### src/verilog/plot_params.svh
/* Pixel plotter sizes */

`ifndef PLOT_PARAMS_SVH
`define PLOT_PARAMS_SVH

//////////////////////////////////////////////////
// Screen geometry
//////////////////////////////////////////////////

// Number of column plotters
`define PLOT_COLUMNS 8
// Rows held in the frame buffer
`define PLOT_ROWS 8
// Pixels per row, used for the row stride
`define SCREEN_WIDTH 640

//////////////////////////////////////////////////
// Field widths
//////////////////////////////////////////////////

// Row number as driven by the host
`define ROW_WIDTH 10
// Covers 640 x 8 locations
`define FB_ADDR_WIDTH 13
// One colour byte
`define PIXEL_WIDTH 8

`endif

### src/verilog/plot_pkg.sv
/* Pixel plotter types */

`default_nettype none

`include "plot_params.svh"

package plot_pkg;

	//////////////////////////////////////////////////
	// Scalar fields
	//////////////////////////////////////////////////

	// Colour value
	typedef logic [`PIXEL_WIDTH-1:0] pixel_t;

	// Linear frame buffer address
	typedef logic [`FB_ADDR_WIDTH-1:0] fb_addr_t;

	// Row number from the host
	typedef logic [`ROW_WIDTH-1:0] row_t;

	//////////////////////////////////////////////////
	// Plot request
	//////////////////////////////////////////////////

	// Plotter to arbiter to buffer, 21 bits
	typedef struct packed {
		fb_addr_t addr;
		pixel_t   color;
	} plot_req_t;

endpackage

`default_nettype wire
### src/verilog/plot_arbiter.sv
/* Frame buffer write arbiter */

`timescale 1ns/100ps
`default_nettype none

`include "plot_params.svh"

module plot_arbiter
	import plot_pkg::*;
(
	input  wire logic                     CLOCK_50,
	input  wire logic                     reset,
	input  wire logic [`PLOT_COLUMNS-1:0] plot_request,
	input  wire plot_req_t                plot_req [`PLOT_COLUMNS],
	output logic [`PLOT_COLUMNS-1:0]      plot_complete,
	output logic                          fb_write,
	output plot_req_t                     fb_req
);

	localparam int IDX_WIDTH = $clog2(`PLOT_COLUMNS);

	logic [`PLOT_COLUMNS-1:0] pending;
	logic [`PLOT_COLUMNS-1:0] grant;
	logic [IDX_WIDTH-1:0]     grant_idx;
	logic                     grant_valid;

	//////////////////////////////////////////////////
	// Priority select
	//////////////////////////////////////////////////

	// Column being acknowledged this cycle still shows its request
	assign pending = plot_request & ~plot_complete;

	// Lowest index wins, loop runs high to low
	always_comb begin
		grant       = '0;
		grant_idx   = '0;
		grant_valid = 1'b0;
		for (int i = `PLOT_COLUMNS - 1; i >= 0; i--) begin
			if (pending[i]) begin
				grant       = '0;
				grant[i]    = 1'b1;
				grant_idx   = IDX_WIDTH'(i);
				grant_valid = 1'b1;
			end
		end
	end

	//////////////////////////////////////////////////
	// Registered write port
	//////////////////////////////////////////////////

	// Completion pulse lines up with the buffer write
	always_ff @(posedge CLOCK_50) begin
		if (reset) begin
			plot_complete <= '0;
			fb_write      <= 1'b0;
		end else begin
			plot_complete <= grant;
			fb_write      <= grant_valid;
		end
	end

	// Payload of the granted column
	always_ff @(posedge CLOCK_50) begin
		if (grant_valid) begin
			fb_req <= plot_req[grant_idx];
		end
	end

endmodule

`default_nettype wire

### config.mk
export PLATFORM = sky130hd
export DESIGN_NAME = plot_arbiter
export DESIGN_NICKNAME = d
export VERILOG_FILES = /design/src/verilog/plot_pkg.sv /design/src/verilog/plot_arbiter.sv
export VERILOG_INCLUDE_DIRS = /design/src /design/src/verilog
export SDC_FILE = /design/constraint.sdc
export NUM_CORES = 1
export LEC_CHECK = 0
export BUFFER_PORTS_ARGS = -buffer_cell sky130_fd_sc_hd__buf_2
export CAP_MARGIN = 20
export CELL_PAD_IN_SITES_DETAIL_PLACEMENT = 1
export CELL_PAD_IN_SITES_GLOBAL_PLACEMENT = 1
export CORE_MARGIN = 2
export CORE_UTILIZATION = 25
export CTS_CLUSTER_DIAMETER = 60
export DETAILED_ROUTE_END_ITERATION = 6
export GPL_TIMING_DRIVEN = 0
export PLACE_DENSITY_LB_ADDON = 0.1
export SYNTH_ARGS = -nofsm -noshare
export SYNTH_HDL_FRONTEND = slang
export SYNTH_SLANG_ARGS = --single-unit
### constraint.sdc
create_clock -name CLOCK_50 -period 2.48 [get_ports CLOCK_50]
set_input_delay 0.496 -clock CLOCK_50 [delete_from_list [all_inputs] [get_ports CLOCK_50]]
set_output_delay 0.496 -clock CLOCK_50 [all_outputs]
set_load 0.005 [all_outputs]
==> metrics.txt <==
status completed; clk root buf sky130_fd_sc_hd__clkbuf_8; compound-gate portion of the synthesized area 0.333; final number of setup-violating endpoints 0; wire length of the first global-routing pass about 18000 µm; total power after layout roughly 1.8 mW; Leakage Power roughly 1.8 nW; combinational family with the most area after synthesis compound AO/OA/AOI/OAI gates; worst slew margin relative to its limit 0.291; final WL 11400 µm; nets 678; endpoints failing hold 0; hold_buf cts 0; RR Startpoint plot_complete[2]$_SDFF_PP0_; number of antenna-violating nets in the routed design 0; mux cell area share after synthesis 0.0832; post-route cell area roughly 3800 µm²; Mean Syn Cell Area between 8 and 9 µm²; Pwr Density ~460 nW/µm²; Hold Path Cell Cnt 3; sort of element at the start of the critical path register; transition time of the tightest slew-check pin 1060 ps; Filler Cells Inserted 1249; CTS sink count 30; post-layout worst setup margin between 200 and 250 ps; Initial DRT Pass Iterations 4; switching part of the total 0.314; worst hold start plot_request[7]; Post-Synth Simple-Gate Area 0.208; sequential fraction of the synthesis area 0.321; synth warn 0; reg-to-reg slack, setup around 240 ps; most frequently used flop master after synthesis sky130_fd_sc_hd__edfxtp_1; proportion of synthesized flip-flops having asynchronous set or reset 0; type of the worst setup path reg -> reg; number of instances in the synthesized netlist roughly 290; antenna violations before repair 0; synthesized cell area 2530 µm²; horizontal extent of the die approximately 100 µm; # diodes 0; vias per std cell just under 5; highest fanout seen on the critical path 10; io pins between 200 and 250; average wire per standard cell between 15 and 20 µm; Via Count between 3000 and 4000; number of placement rows 36; data arrival time of the critical path 2350 ps; met2 track demand over resource in global routing 0.383; post-synthesis share of cell area spent on xor and xnor gates 0; HP Class in -> reg; number of buffers created by CTS 5; # Post-CTS Setup Buffers 0; violation count after the first detailed-route iteration between 100 and 150; final RePlAce weighted congestion about 0.76; CORE AREA around 9800 µm²; maximum level of the CTS H-tree 2; height of the die 105 µm; total track usage 0.208; cell count of the worst reg-to-reg path 7; worst-case setup slack after placement -9.02 ps; port buffer count approximately 210; area growth from synthesis to layout 51.8%; switching component of the power 0.554 mW; final cycle utilization of the critical path 0.905; routing usage on met1 0.232; time the final worst path needs with I/O delays and setup approximately 2200 ps; top library cells by usage in the layout, fill and taps aside sky130_fd_sc_hd__buf_2 (210), sky130_fd_sc_hd__nand2_1 (87), sky130_fd_sc_hd__a21oi_1 (22); internal power contribution 1.21 mW; hold-critical path endpoint plot_complete[7]$_SDFF_PP0_; synthesized netlist net count between 400 and 500; number of max-cap violations 0; TritonCTS clock tree yes; post-cts gate resize count 0; total overflow reported by the global router 0; synth unique cells 33; clock-pin slew of the registers on the worst-case setup and hold paths ~80 ps; endpoint type of the worst setup path register; power share of the clock group 0.282; area of the die roughly 11000 µm²; number of global-route vias before repair between 3000 and 4000; utilization after layout 0.392; data required time at the worst endpoint around 2600 ps; clk buf depth 2; RSZ-0062 raised after global routing false; most frequent standard cell in the layout excluding fill and tap cells sky130_fd_sc_hd__buf_2; placed wire-length estimate after detailed placement approximately 9000 µm; area of combinational cells with multiple inputs roughly 1600 µm²; largest net degree at the start of global routing 23; placed inst area between 3000 and 4000 µm²; Synth Register Bits 30; clock latency on the worst-skew pair 290 ps; met3 track demand over resource 0.0633; number of max-slew violations in the final report 0; EDFF count, synth 21; count of unresolved DRC violations after routing 0; footprint of the flip-flops and latches around 810 µm²; worst supply voltage drop on vdd 0.192 mV; Starting Density 0.258; busiest layer in global routing met2; share of power burned in registers 0.359; area share of fa/ha/maj cells after synthesis 0; final clock skew a little over 9 ps; highest clock frequency the design can meet 446 MHz; combinational power share 0.359; share of layout cells above drive strength 1 0.497; Reg2Reg Capture Point fb_req[6]$_DFFE_PP_
[through the flow]
step,setup TNS [ps],instances,hold WS (ps)
after floorplan,0,287,538
after global placement,-6.18,626,543
after detailed placement,-19.5,626,552
after CTS,0,634,492
after global routing,0,634,509
final,0,634,500
[power by group through the flow]
| stage | combinational [mW] | clock, mW | sequential (mW) |
|---|---|---|---|
| final | 0.633 | 0.497 | 0.632 |
| after global routing | 0.702 | 0.527 | 0.640 |
| after CTS | 0.647 | 0.506 | 0.634 |
| after detailed placement | 0.646 | 0 | 0.645 |
| after global placement | 0.633 | 0 | 0.643 |
| after floorplan | 0.330 | 0 | 0.650 |
[worst max path at each step]
stage / startpoint / end / slack (ps) / cells after the start
detailed placement: plot_request[4] / fb_req[3]$_DFFE_PP_ / -9 / 8
global placement: plot_request[4] / fb_req[11]$_DFFE_PP_ / -6 / 8
CTS: plot_complete[2]$_SDFF_PP0_ / fb_req[6]$_DFFE_PP_ / 230 / 7
floorplan: plot_request[4] / fb_req[10]$_DFFE_PP_ / 510 / 8
finish: plot_complete[2]$_SDFF_PP0_ / fb_req[6]$_DFFE_PP_ / 240 / 7
global route: plot_complete[2]$_SDFF_PP0_ / fb_req[6]$_DFFE_PP_ / 40 / 7
[layout make-up]
class	count	area share
sequential	30	0.211
buffer	25	0.0365
timing repair buffer	206	0.269
multi-input combinational	232	0.411
tap	133	0.0434
clock buffer	8	0.0290
[routing by layer]
| layer | share of wire | wire length, µm |
|---|---|---|
| met1 | 0.40 | 4500 |
| met2 | 0.50 | 5690 |
| met3 | 0.090 | 1020 |
| met4 | 0.014 | 155 |
| met5 | 0 | 0 |
[logic make-up (layout without fill, tap and decap cells)]
logic type      count (synthesis)  after routing
simple gates                  119            119
compound gates                 92             92
mux                            21             21
buf+inv                        25            239
flops                          30             30
[Yosys cell counts (2+ instances only)]
master / instances / share of area
sky130_fd_sc_hd__a21o_1: 21 / 0.062
sky130_fd_sc_hd__a21oi_1: 22 / 0.044
sky130_fd_sc_hd__a311oi_2: 20 / 0.12
sky130_fd_sc_hd__a32o_1: 21 / 0.083
sky130_fd_sc_hd__buf_2: 4 / 0.0079
sky130_fd_sc_hd__buf_4: 3 / 0.0089
sky130_fd_sc_hd__buf_8: 2 / 0.012
sky130_fd_sc_hd__clkbuf_1: 14 / 0.021
sky130_fd_sc_hd__dfxtp_1: 9 / 0.071
sky130_fd_sc_hd__edfxtp_1: 21 / 0.25
sky130_fd_sc_hd__mux2i_1: 21 / 0.083
sky130_fd_sc_hd__nand2_1: 87 / 0.13
sky130_fd_sc_hd__nand2b_1: 7 / 0.017
sky130_fd_sc_hd__nand4_1: 2 / 0.0050
sky130_fd_sc_hd__nor2_1: 4 / 0.0059
sky130_fd_sc_hd__nor2b_1: 5 / 0.012
sky130_fd_sc_hd__nor3_1: 4 / 0.0079
sky130_fd_sc_hd__nor4_1: 3 / 0.0074
sky130_fd_sc_hd__o21a_1: 2 / 0.0059
sky130_fd_sc_hd__o21ai_1: 2 / 0.0040
[worst max-delay path, cell delays in order (launching register included)]
cell                       delay (ps)
sky130_fd_sc_hd__dfxtp_1          360
sky130_fd_sc_hd__nand2b_1         170
sky130_fd_sc_hd__nand2_2          130
sky130_fd_sc_hd__o21ai_1          300
sky130_fd_sc_hd__clkbuf_1         450
sky130_fd_sc_hd__nand2_1          160
sky130_fd_sc_hd__a32o_1           290
sky130_fd_sc_hd__a311oi_2         200
[sequential cells by signal, summed over array words and instances, names as in the netlist]
name and cells:
fb_req 21, fb_write 1, plot_complete 8
Power figures use the tool's default switching activity.
