**src/verilog/plot_params.svh**
```systemverilog
/* Pixel plotter sizes */

`ifndef PLOT_PARAMS_SVH
`define PLOT_PARAMS_SVH

//////////////////////////////////////////////////
// Screen geometry
//////////////////////////////////////////////////

// Number of column plotters
`define PLOT_COLUMNS 8
// Rows held in the frame buffer
`define PLOT_ROWS 8
// Pixels per row, used for the row stride
`define SCREEN_WIDTH 640

//////////////////////////////////////////////////
// Field widths
//////////////////////////////////////////////////

// Row number as driven by the host
`define ROW_WIDTH 10
// Covers 640 x 8 locations
`define FB_ADDR_WIDTH 13
// One colour byte
`define PIXEL_WIDTH 8

`endif

```
**src/verilog/plot_pkg.sv**
```systemverilog
/* Pixel plotter types */

`default_nettype none

`include "plot_params.svh"

package plot_pkg;

	//////////////////////////////////////////////////
	// Scalar fields
	//////////////////////////////////////////////////

	// Colour value
	typedef logic [`PIXEL_WIDTH-1:0] pixel_t;

	// Linear frame buffer address
	typedef logic [`FB_ADDR_WIDTH-1:0] fb_addr_t;

	// Row number from the host
	typedef logic [`ROW_WIDTH-1:0] row_t;

	//////////////////////////////////////////////////
	// Plot request
	//////////////////////////////////////////////////

	// Plotter to arbiter to buffer, 21 bits
	typedef struct packed {
		fb_addr_t addr;
		pixel_t   color;
	} plot_req_t;

endpackage

`default_nettype wire
```
**src/verilog/column_plotter.sv**
```systemverilog
/* Single column plotter */

`timescale 1ns/100ps
`default_nettype none

`include "plot_params.svh"

module column_plotter
	import plot_pkg::*;
#(
	parameter int COLUMN_INDEX = 0
) (
	input  wire logic   CLOCK_50,
	input  wire logic   reset,
	input  wire logic   col_select,
	input  wire row_t   row_select,
	input  wire pixel_t pixel_color,
	input  wire logic   plot_complete,
	output logic        plot_request,
	output plot_req_t   plot_req,
	output logic        col_done
);

	// X coordinate of this column
	localparam fb_addr_t COLUMN_X = fb_addr_t'(COLUMN_INDEX);

	typedef enum logic [1:0] {
		ST_IDLE,
		ST_WAIT_GRANT,
		ST_DONE,
		ST_RELEASE
	} state_t;

	state_t   state;
	logic     accept;
	fb_addr_t row_offset;

	//////////////////////////////////////////////////
	// Address rule
	//////////////////////////////////////////////////

	// Row stride, base address is zero
	assign row_offset = fb_addr_t'(row_select * `SCREEN_WIDTH);
	// New select only taken from idle
	assign accept = (state == ST_IDLE) && col_select;

	// Address and colour captured at the accepting edge
	always_ff @(posedge CLOCK_50) begin
		if (accept) begin
			plot_req.addr  <= COLUMN_X + row_offset;
			plot_req.color <= pixel_color;
		end
	end

	//////////////////////////////////////////////////
	// Control FSM
	//////////////////////////////////////////////////

	always_ff @(posedge CLOCK_50) begin
		if (reset) begin
			state        <= ST_IDLE;
			plot_request <= 1'b0;
			col_done     <= 1'b0;
		end else begin
			case (state)
				ST_IDLE: begin
					if (col_select) begin
						plot_request <= 1'b1;
						state        <= ST_WAIT_GRANT;
					end
				end
				// Hold request until the arbiter pulses back
				ST_WAIT_GRANT: begin
					if (plot_complete) begin
						plot_request <= 1'b0;
						col_done     <= 1'b1;
						state        <= ST_DONE;
					end
				end
				// Done held while the host keeps select high
				ST_DONE: begin
					if (!col_select) begin
						state <= ST_RELEASE;
					end
				end
				ST_RELEASE: begin
					col_done <= 1'b0;
					state    <= ST_IDLE;
				end
				default: begin
					state <= ST_IDLE;
				end
			endcase
		end
	end

endmodule

`default_nettype wire

```
**config.mk**
```make
export PLATFORM = sky130hd
export DESIGN_NAME = column_plotter
export DESIGN_NICKNAME = d
export VERILOG_FILES = /design/src/verilog/plot_pkg.sv /design/src/verilog/column_plotter.sv
export VERILOG_INCLUDE_DIRS = /design/src /design/src/verilog
export SDC_FILE = /design/constraint.sdc
export NUM_CORES = 1
export LEC_CHECK = 0
export BUFFER_PORTS_ARGS = -buffer_cell sky130_fd_sc_hd__buf_2
export CAP_MARGIN = 20
export CORE_MARGIN = 3
export CORE_UTILIZATION = 39
export DETAILED_ROUTE_END_ITERATION = 7
export PLACE_DENSITY = 0.86
export SLEW_MARGIN = 20
export SYNTH_ARGS = -nofsm -noshare
export SYNTH_HDL_FRONTEND = slang
export SYNTH_SLANG_ARGS = --single-unit
export TNS_END_PERCENT = 5
```
**constraint.sdc**
```tcl
create_clock -name CLOCK_50 -period 1.4 [get_ports CLOCK_50]
set_clock_uncertainty 0.05 [all_clocks]
set_input_delay 0.14 -clock CLOCK_50 [delete_from_list [all_inputs] [get_ports CLOCK_50]]
set_output_delay 0.14 -clock CLOCK_50 [all_outputs]
set_load 0.01 [all_outputs]
```
==> impl_metrics.tcl, run 1 <==
set metrics [dict create \
    grt_max_degree 15 \
    insertion_delay_ns 0.28 \
    pre_cts_slack_ns -0.271 \
    h-tree-depth 1 \
    powerDensity_nw_per_um2 1600 \
    diodes 0 \
    netlist_area_sq_um 855 \
    post-route-period-util_pct 97.3 \
    area_growth_pct 47.1 \
    antenna_left 0 \
    seq_area_frac_synth_pct 58.6 \
    tritoncts "done" \
    place_area_sq_um 1100 \
    io_pins 45 \
    path_cells "buf_2 -> ha_4 -> ha_4 -> inv_2 -> fa_2 -> xnor2_2 -> xnor2_1" \
    grt_pass1_wl_um 2900 \
    start_kind "input port" \
    first_global_vias 690 \
    ys_top_cells_by_count "14 x edfxtp_1, 8 x ha_1, 7 x buf_4" \
    cp_common_cell "ha_4" \
    post-route-min-period_ns 1.36 \
    numPortBuffers 33 \
    die_w_um 52.8 \
    dieArea_sq_um 2790 \
    wl_um 1960 \
    whs_ns 0.0327 \
    drc 0 \
    gr-total-overflow 0 \
    cpMaxStageDelayCell "fa_2" \
    synth_cell_types 23 \
    hold_path.class "input port to flip-flop" \
    fmax_ghz 0.734 \
    async_flop_share_pct 0 \
    critPathArrivalTime_ns 1.35 \
    cts_sinks 18 \
    design_area_sq_um 1260 \
    synthCells 64 \
    setup_slack_ns 0.0380 \
    rsz0062_at_grt "true" \
    antenna_found_initial 0 \
    drive_gt1_share_pct 49.2 \
    crit_family "adder cells" \
    finalHoldViolations 0 \
    num_rows 16 \
    clkTransAtPathRegs_ns 0.10 \
    core_area_sq_um 2020 \
    synth_top_area_share_pct 49.2 \
    die_h_um 52.8 \
    routedWlPerCell_um 13.5 \
    cpPeakStageDelay_ns 0.37 \
    cts_max_path_buffers 2 \
    setup_viol 0 \
    start_util_pct 42.3 \
    clockRootBuffer "clkbuf_4" \
    cts-buffers-inserted 3 \
    vias 641 \
    synthFlopType "edfxtp_1" \
    drt-vias-per-instance 4.42 \
    gp_congestion 0.681 \
    yosys_warnings 0 \
    drv_slew 0 \
    cp_data_required_time_ns 1.39 \
    worst-setup-path-type "input port to flip-flop" \
    ir_drop_mv 0.763 \
    grt_usage_pct 15.0 \
    synth_area_leaders "edfxtp_1 49%, ha_1 12%, dfxtp_1 9.4%, buf_4 6.1%, xnor2_1 3.1%" \
    critPathCaptureType "flip-flop" \
    yosysTopAreaCell "edfxtp_1" \
    p_leak_nw 0.562 \
    maxCapViolCount 0 \
    drt_iter0_drc 10 \
    critPathMaxFanout 2 \
    dr.pass1.iters 4 \
    synth_edf_count 14 \
    avgSynthCellArea_sq_um 13.4 \
    synth.most_common_cell "edfxtp_1" \
    outcome "complete, no violations" \
    critPathBufInv 2 \
    nets 150 \
    synth-seq-cells 18 \
]
==> state kept, by name (all words and copies together) (netlist names) <==
register / count
col_done: 1
plot_req: 14
plot_request: 1
state: 2
==> layer usage <==
metal	routed length, um	global-route usage (%)	part of all wire [%]	vias up
met5	0	0	0	-
met4	66	10.6	3.4	0
met3	135	3.42	6.9	8
met2	1080	27.5	55	33
met1	678	14.3	35	288
li1	-	-	-	312
==> placed cells by master (no fill, tap or decap) <==
cell            n
a2111oi_2       1
a21oi_1         2
and2_4          2
buf_2          33
buf_4           9
clkbuf_1        1
clkbuf_4        3
conb_1          7
dfxtp_1         3
dfxtp_2         1
dlygate4sd3_1   9
edfxtp_1       14
fa_2            1
ha_1            5
ha_2            1
ha_4            2
inv_1           5
inv_2           2
mux2i_1         1
nand2_1         3
nand2b_1        2
nand3_1         1
nor2b_1         1
nor2b_4         1
nor3_1          1
nor3_2          1
o211ai_1        1
o21a_1          1
o21ai_1         1
xnor2_1         2
xnor2_2         1
==> layout make-up <==
| cell class | count | area (sq um) |
|---|---|---|
| timing repair buffer | 51 | 323 |
| tap | 27 | 33.8 |
| multi-input combinational | 38 | 347 |
| sequential | 18 | 502 |
| inverter | 7 | 26.3 |
| fill | 169 | 764 |
| clock buffer | 4 | 26.3 |
==> final timing paths <==
path / start / endpoint / slack, ns / cells past startpoint
setup reg to reg: state[1]$_SDFFE_PP0P_ / state[0]$_SDFFE_PP0P_ / 0.09 / 5
hold / removal: row_select[1] / plot_req[16]$_DFFE_PP_ / 0.03 / 1
hold reg to reg: plot_request$_SDFFE_PP0P_ / plot_request$_SDFFE_PP0P_ / 0.44 / 2
setup / recovery: row_select[3] / plot_req[20]$_DFFE_PP_ / 0.04 / 7
==> power by group <==
part | switching (mW) | internal, mW | leakage (nW) | total, mW
combinational | 0.458 | 0.468 | 0.380 | 0.926
sequential | 0.0543 | 0.769 | 0.167 | 0.823
clock | 0.150 | 0.110 | 0.0150 | 0.260
==> kinds of logic after synthesis <==
kind of cell / count (synthesis) / synth area share, %
compound gates: 6 / 5.27
xor+xnor: 3 / 3.08
fa+ha+maj: 9 / 14.1
buf+inv: 14 / 9.22
flops: 18 / 58.6
mux: 1 / 1.17
other cells: 1 / 0.439
simple gates: 12 / 8.20
==> stage by stage <==
stage          utilization [%]  setup TNS, ns  power (mW)  cells
2_1_floorplan                -        -0.0641        1.29     70
3_3_place_gp              54.6         -0.340        1.57    129
3_5_place_dp              54.6         -0.535        1.64    129
4_1_cts                   61.4              0        1.99    144
5_1_grt                   62.2       -0.00219        2.15    145
6_report                  62.2              0        2.01    145
==> timing repair <==
| item | CTS | global route |
|---|---|---|
| setup buffers | 3 | 0 |
| setup endpoints to repair | 2 | 16 |
| endpoints found under the hold margin | 8 | 1 |
| gates resized for setup | 3 | 2 |
| pin swaps | 1 | 0 |
| hold buffers | 8 | 1 |
(Power assumes the default switching activity.)
==> run 2: changes to the inputs <==
--- a/config.mk
+++ b/config.mk
@@ -6,13 +6,13 @@
 export SDC_FILE = /design/constraint.sdc
 export NUM_CORES = 1
 export LEC_CHECK = 0
-export BUFFER_PORTS_ARGS = -buffer_cell sky130_fd_sc_hd__buf_2
-export CAP_MARGIN = 20
+export CAP_MARGIN = 10
 export CORE_MARGIN = 3
-export CORE_UTILIZATION = 39
+export CORE_UTILIZATION = 40
 export DETAILED_ROUTE_END_ITERATION = 7
-export PLACE_DENSITY = 0.86
-export SLEW_MARGIN = 20
+export DONT_BUFFER_PORTS = 1
+export PLACE_DENSITY = 0.68
+export SLEW_MARGIN = 10
 export SYNTH_ARGS = -nofsm -noshare
 export SYNTH_HDL_FRONTEND = slang
 export SYNTH_SLANG_ARGS = --single-unit
==> run 2 against run 1 <==
Die area decreased by 2.2%. Sequential cell count did not move. Sequential share of layout area up 4.2 points. Register-to-register slack about the same. Worst setup slack gained 0.052 ns. Core utilization decreased by 5.3 points. Worst hold slack worse by 0.0044 ns. Final area down 9.4%. Routed wire length fell by 28%. Global-route usage is 5.0 points lower. First-iteration DRC count shrank 70%. Highest routed layer unchanged.
==> impl_metrics.tcl, run 2 (same netlist as run 1, synthesis figures left out) <==
set metrics [dict create \
    clkTransAtPathRegs_ns 0.10 \
    nets 120 \
    multiInputGateArea_sq_um 360 \
    cpPeakStageDelay_ns 0.34 \
    reg2reg_from "state[0]$_SDFFE_PP0P_" \
    fin_util_pct 56.9 \
    drt-vias-per-instance 4.45 \
    hold_path.class "input port to flip-flop" \
    num_rows 16 \
    grt_pass1_wl_um 1970 \
    regMostFlops "plot_req" \
    finalHoldViolations 0 \
    setup_viol 0 \
    final_cell_mix "14 x edfxtp_1, 13 x dlygate4sd3_1, 8 x buf_4" \
    fmax_ghz 0.763 \
    drt_iter0_drc 3 \
    clockRootBuffer "clkbuf_4" \
    endpoint "state[1]$_SDFFE_PP0P_" \
    die_w_um 52.2 \
    drive_gt1_share_pct 31.8 \
    rr_worst_depth 5 \
    maxCapViolCount 0 \
    path_cells "buf_4 -> ha_2 -> nor2b_4 -> nor3_2 -> mux2i_1" \
    post-route-min-period_ns 1.31 \
    power_frac_comb_pct 38.8 \
    antenna_left 0 \
    cts-buffers-inserted 3 \
    timing.rr.end "state[1]$_SDFFE_PP0P_" \
    fin_cells 115 \
    dieArea_sq_um 2730 \
    setup_slack_ns 0.0901 \
    total_power_mw 1.89 \
    path_depth 5 \
    cts_max_path_buffers 2 \
    layout_commonest_cell "edfxtp_1" \
    routedWlPerCell_um 12.3 \
    largest_reg_flops 14 \
    power_frac_seq_pct 47.8 \
    start_util_pct 42.7 \
    cp_data_required_time_ns 1.56 \
    powerDensity_nw_per_um2 1660 \
    crit_family "simple AND/OR/NAND/NOR gates" \
    drv_slew 0 \
    hpwl_um 1050 \
    ff_latch_area_sq_um 503 \
    h-tree-depth 1 \
    nFillCells 175 \
    critPathBufInv 1 \
    drc 0 \
    outcome "complete, no violations" \
    post-route-period-util_pct 93.6 \
    critPathArrivalTime_ns 1.47 \
    crit_start "state[0]$_SDFFE_PP0P_" \
    rrSetupSlack_ns 0.09 \
    area_growth_pct 33.4 \
    core_area_sq_um 2000 \
    p_leak_nw 0.440 \
    gp_congestion 0.773 \
    critPathMaxFanout 4 \
    tritoncts "done" \
    antenna_found_initial 0 \
    dr.pass1.iters 3 \
    place_inst 96 \
    cpMaxStageDelayCell "dfxtp_2" \
    diodes 0 \
    clkPwrFrac_pct 13.4 \
    die_h_um 52.2 \
    insertion_delay_ns 0.28 \
    cts_sinks 18 \
    place_area_sq_um 938 \
    first_global_vias 487 \
    switchingPower_uw 605 \
    critPathCaptureType "flip-flop" \
    worst-setup-path-type "flip-flop to flip-flop" \
    gr-total-overflow 0 \
    ir_drop_mv 0.749 \
    grt_usage_pct 9.98 \
    io_pins 45 \
    netSwitchingFraction_pct 31.9 \
    vias 512 \
    pre_cts_slack_ns -0.0970 \
    numPortBuffers 0 \
    grt_max_degree 15 \
    p_int_mw 1.29 \
    start_kind "flip-flop" \
    biggestRegsByFlops "plot_req x14, state x2" \
    wl_um 1410 \
    design_area_sq_um 1140 \
]
run 2: per-stage QoR:
stage	hold slack (ns)	TNS [ns]
6_report	0.0283	0
5_1_grt	0.0267	-0.0484
4_1_cts	0.0280	-0.0721
3_5_place_dp	0.164	-0.184
3_3_place_gp	0.160	-0.117
2_1_floorplan	0.159	-0.0641
run 2: area by class of cell:
| type | count | share of cell area [%] |
|---|---|---|
| Clock buffer | 3 | 1.98 |
| Clock inverter | 1 | 0.329 |
| Inverter | 7 | 2.31 |
| Multi-Input combinational cell | 38 | 31.6 |
| Sequential cell | 18 | 44.1 |
| Tap cell | 27 | 2.96 |
| Timing Repair Buffer | 21 | 16.7 |
run 2: timing repair:
| action | CTS | global route |
|---|---|---|
| endpoints found under the setup margin | 16 | 16 |
| buffers inserted | 2 | 0 |
| hold endpoints to repair | 15 | 0 |
| resized for setup | 3 | 6 |
| pin swaps | 1 | 1 |
| hold buffers | 13 | 0 |
run 2: power by group through the flow:
stage                     Clock (mW)  Combinational (mW)  Sequential (mW)
after global routing           0.282               0.826            0.925
after CTS                      0.263               0.677            0.908
after floorplan                    0               0.395            0.897
after detailed placement           0               0.579            0.918
final                          0.254               0.735            0.906
after global placement             0               0.564            0.913
run 2: how the worst min path moves through the flow:
| stage | start | endpoint | slack [ns] | cells after the start |
|---|---|---|---|---|
| after floorplan | reset | state[0]$_SDFFE_PP0P_ | 0.16 | 1 |
| after global placement | reset | col_done$_SDFFE_PP0P_ | 0.16 | 1 |
| after detailed placement | reset | state[0]$_SDFFE_PP0P_ | 0.16 | 1 |
| after CTS | col_select | plot_request$_SDFFE_PP0P_ | 0.03 | 2 |
| after global routing | col_select | plot_request$_SDFFE_PP0P_ | 0.03 | 2 |
| final | col_select | plot_request$_SDFFE_PP0P_ | 0.03 | 2 |
run 2: worst reg2reg max path: stages, from the launching register on:
cell and delay (ns):
dfxtp_2 0.34, buf_4 0.13, ha_2 0.17, nor2b_4 0.14, nor3_2 0.22, mux2i_1 0.20
run 2: routing by layer:
layer / vias to the layer above / track usage [%] / share of wire (%) / routed length (um)
met3: 2 / 2.85 / 5.7 / 81
met2: 22 / 17.8 / 53 / 745
met4: 0 / 5.11 / 1.2 / 17
met1: 236 / 10.6 / 40 / 566
met5: - / 0 / 0 / 0
li1: 252 / - / - / -
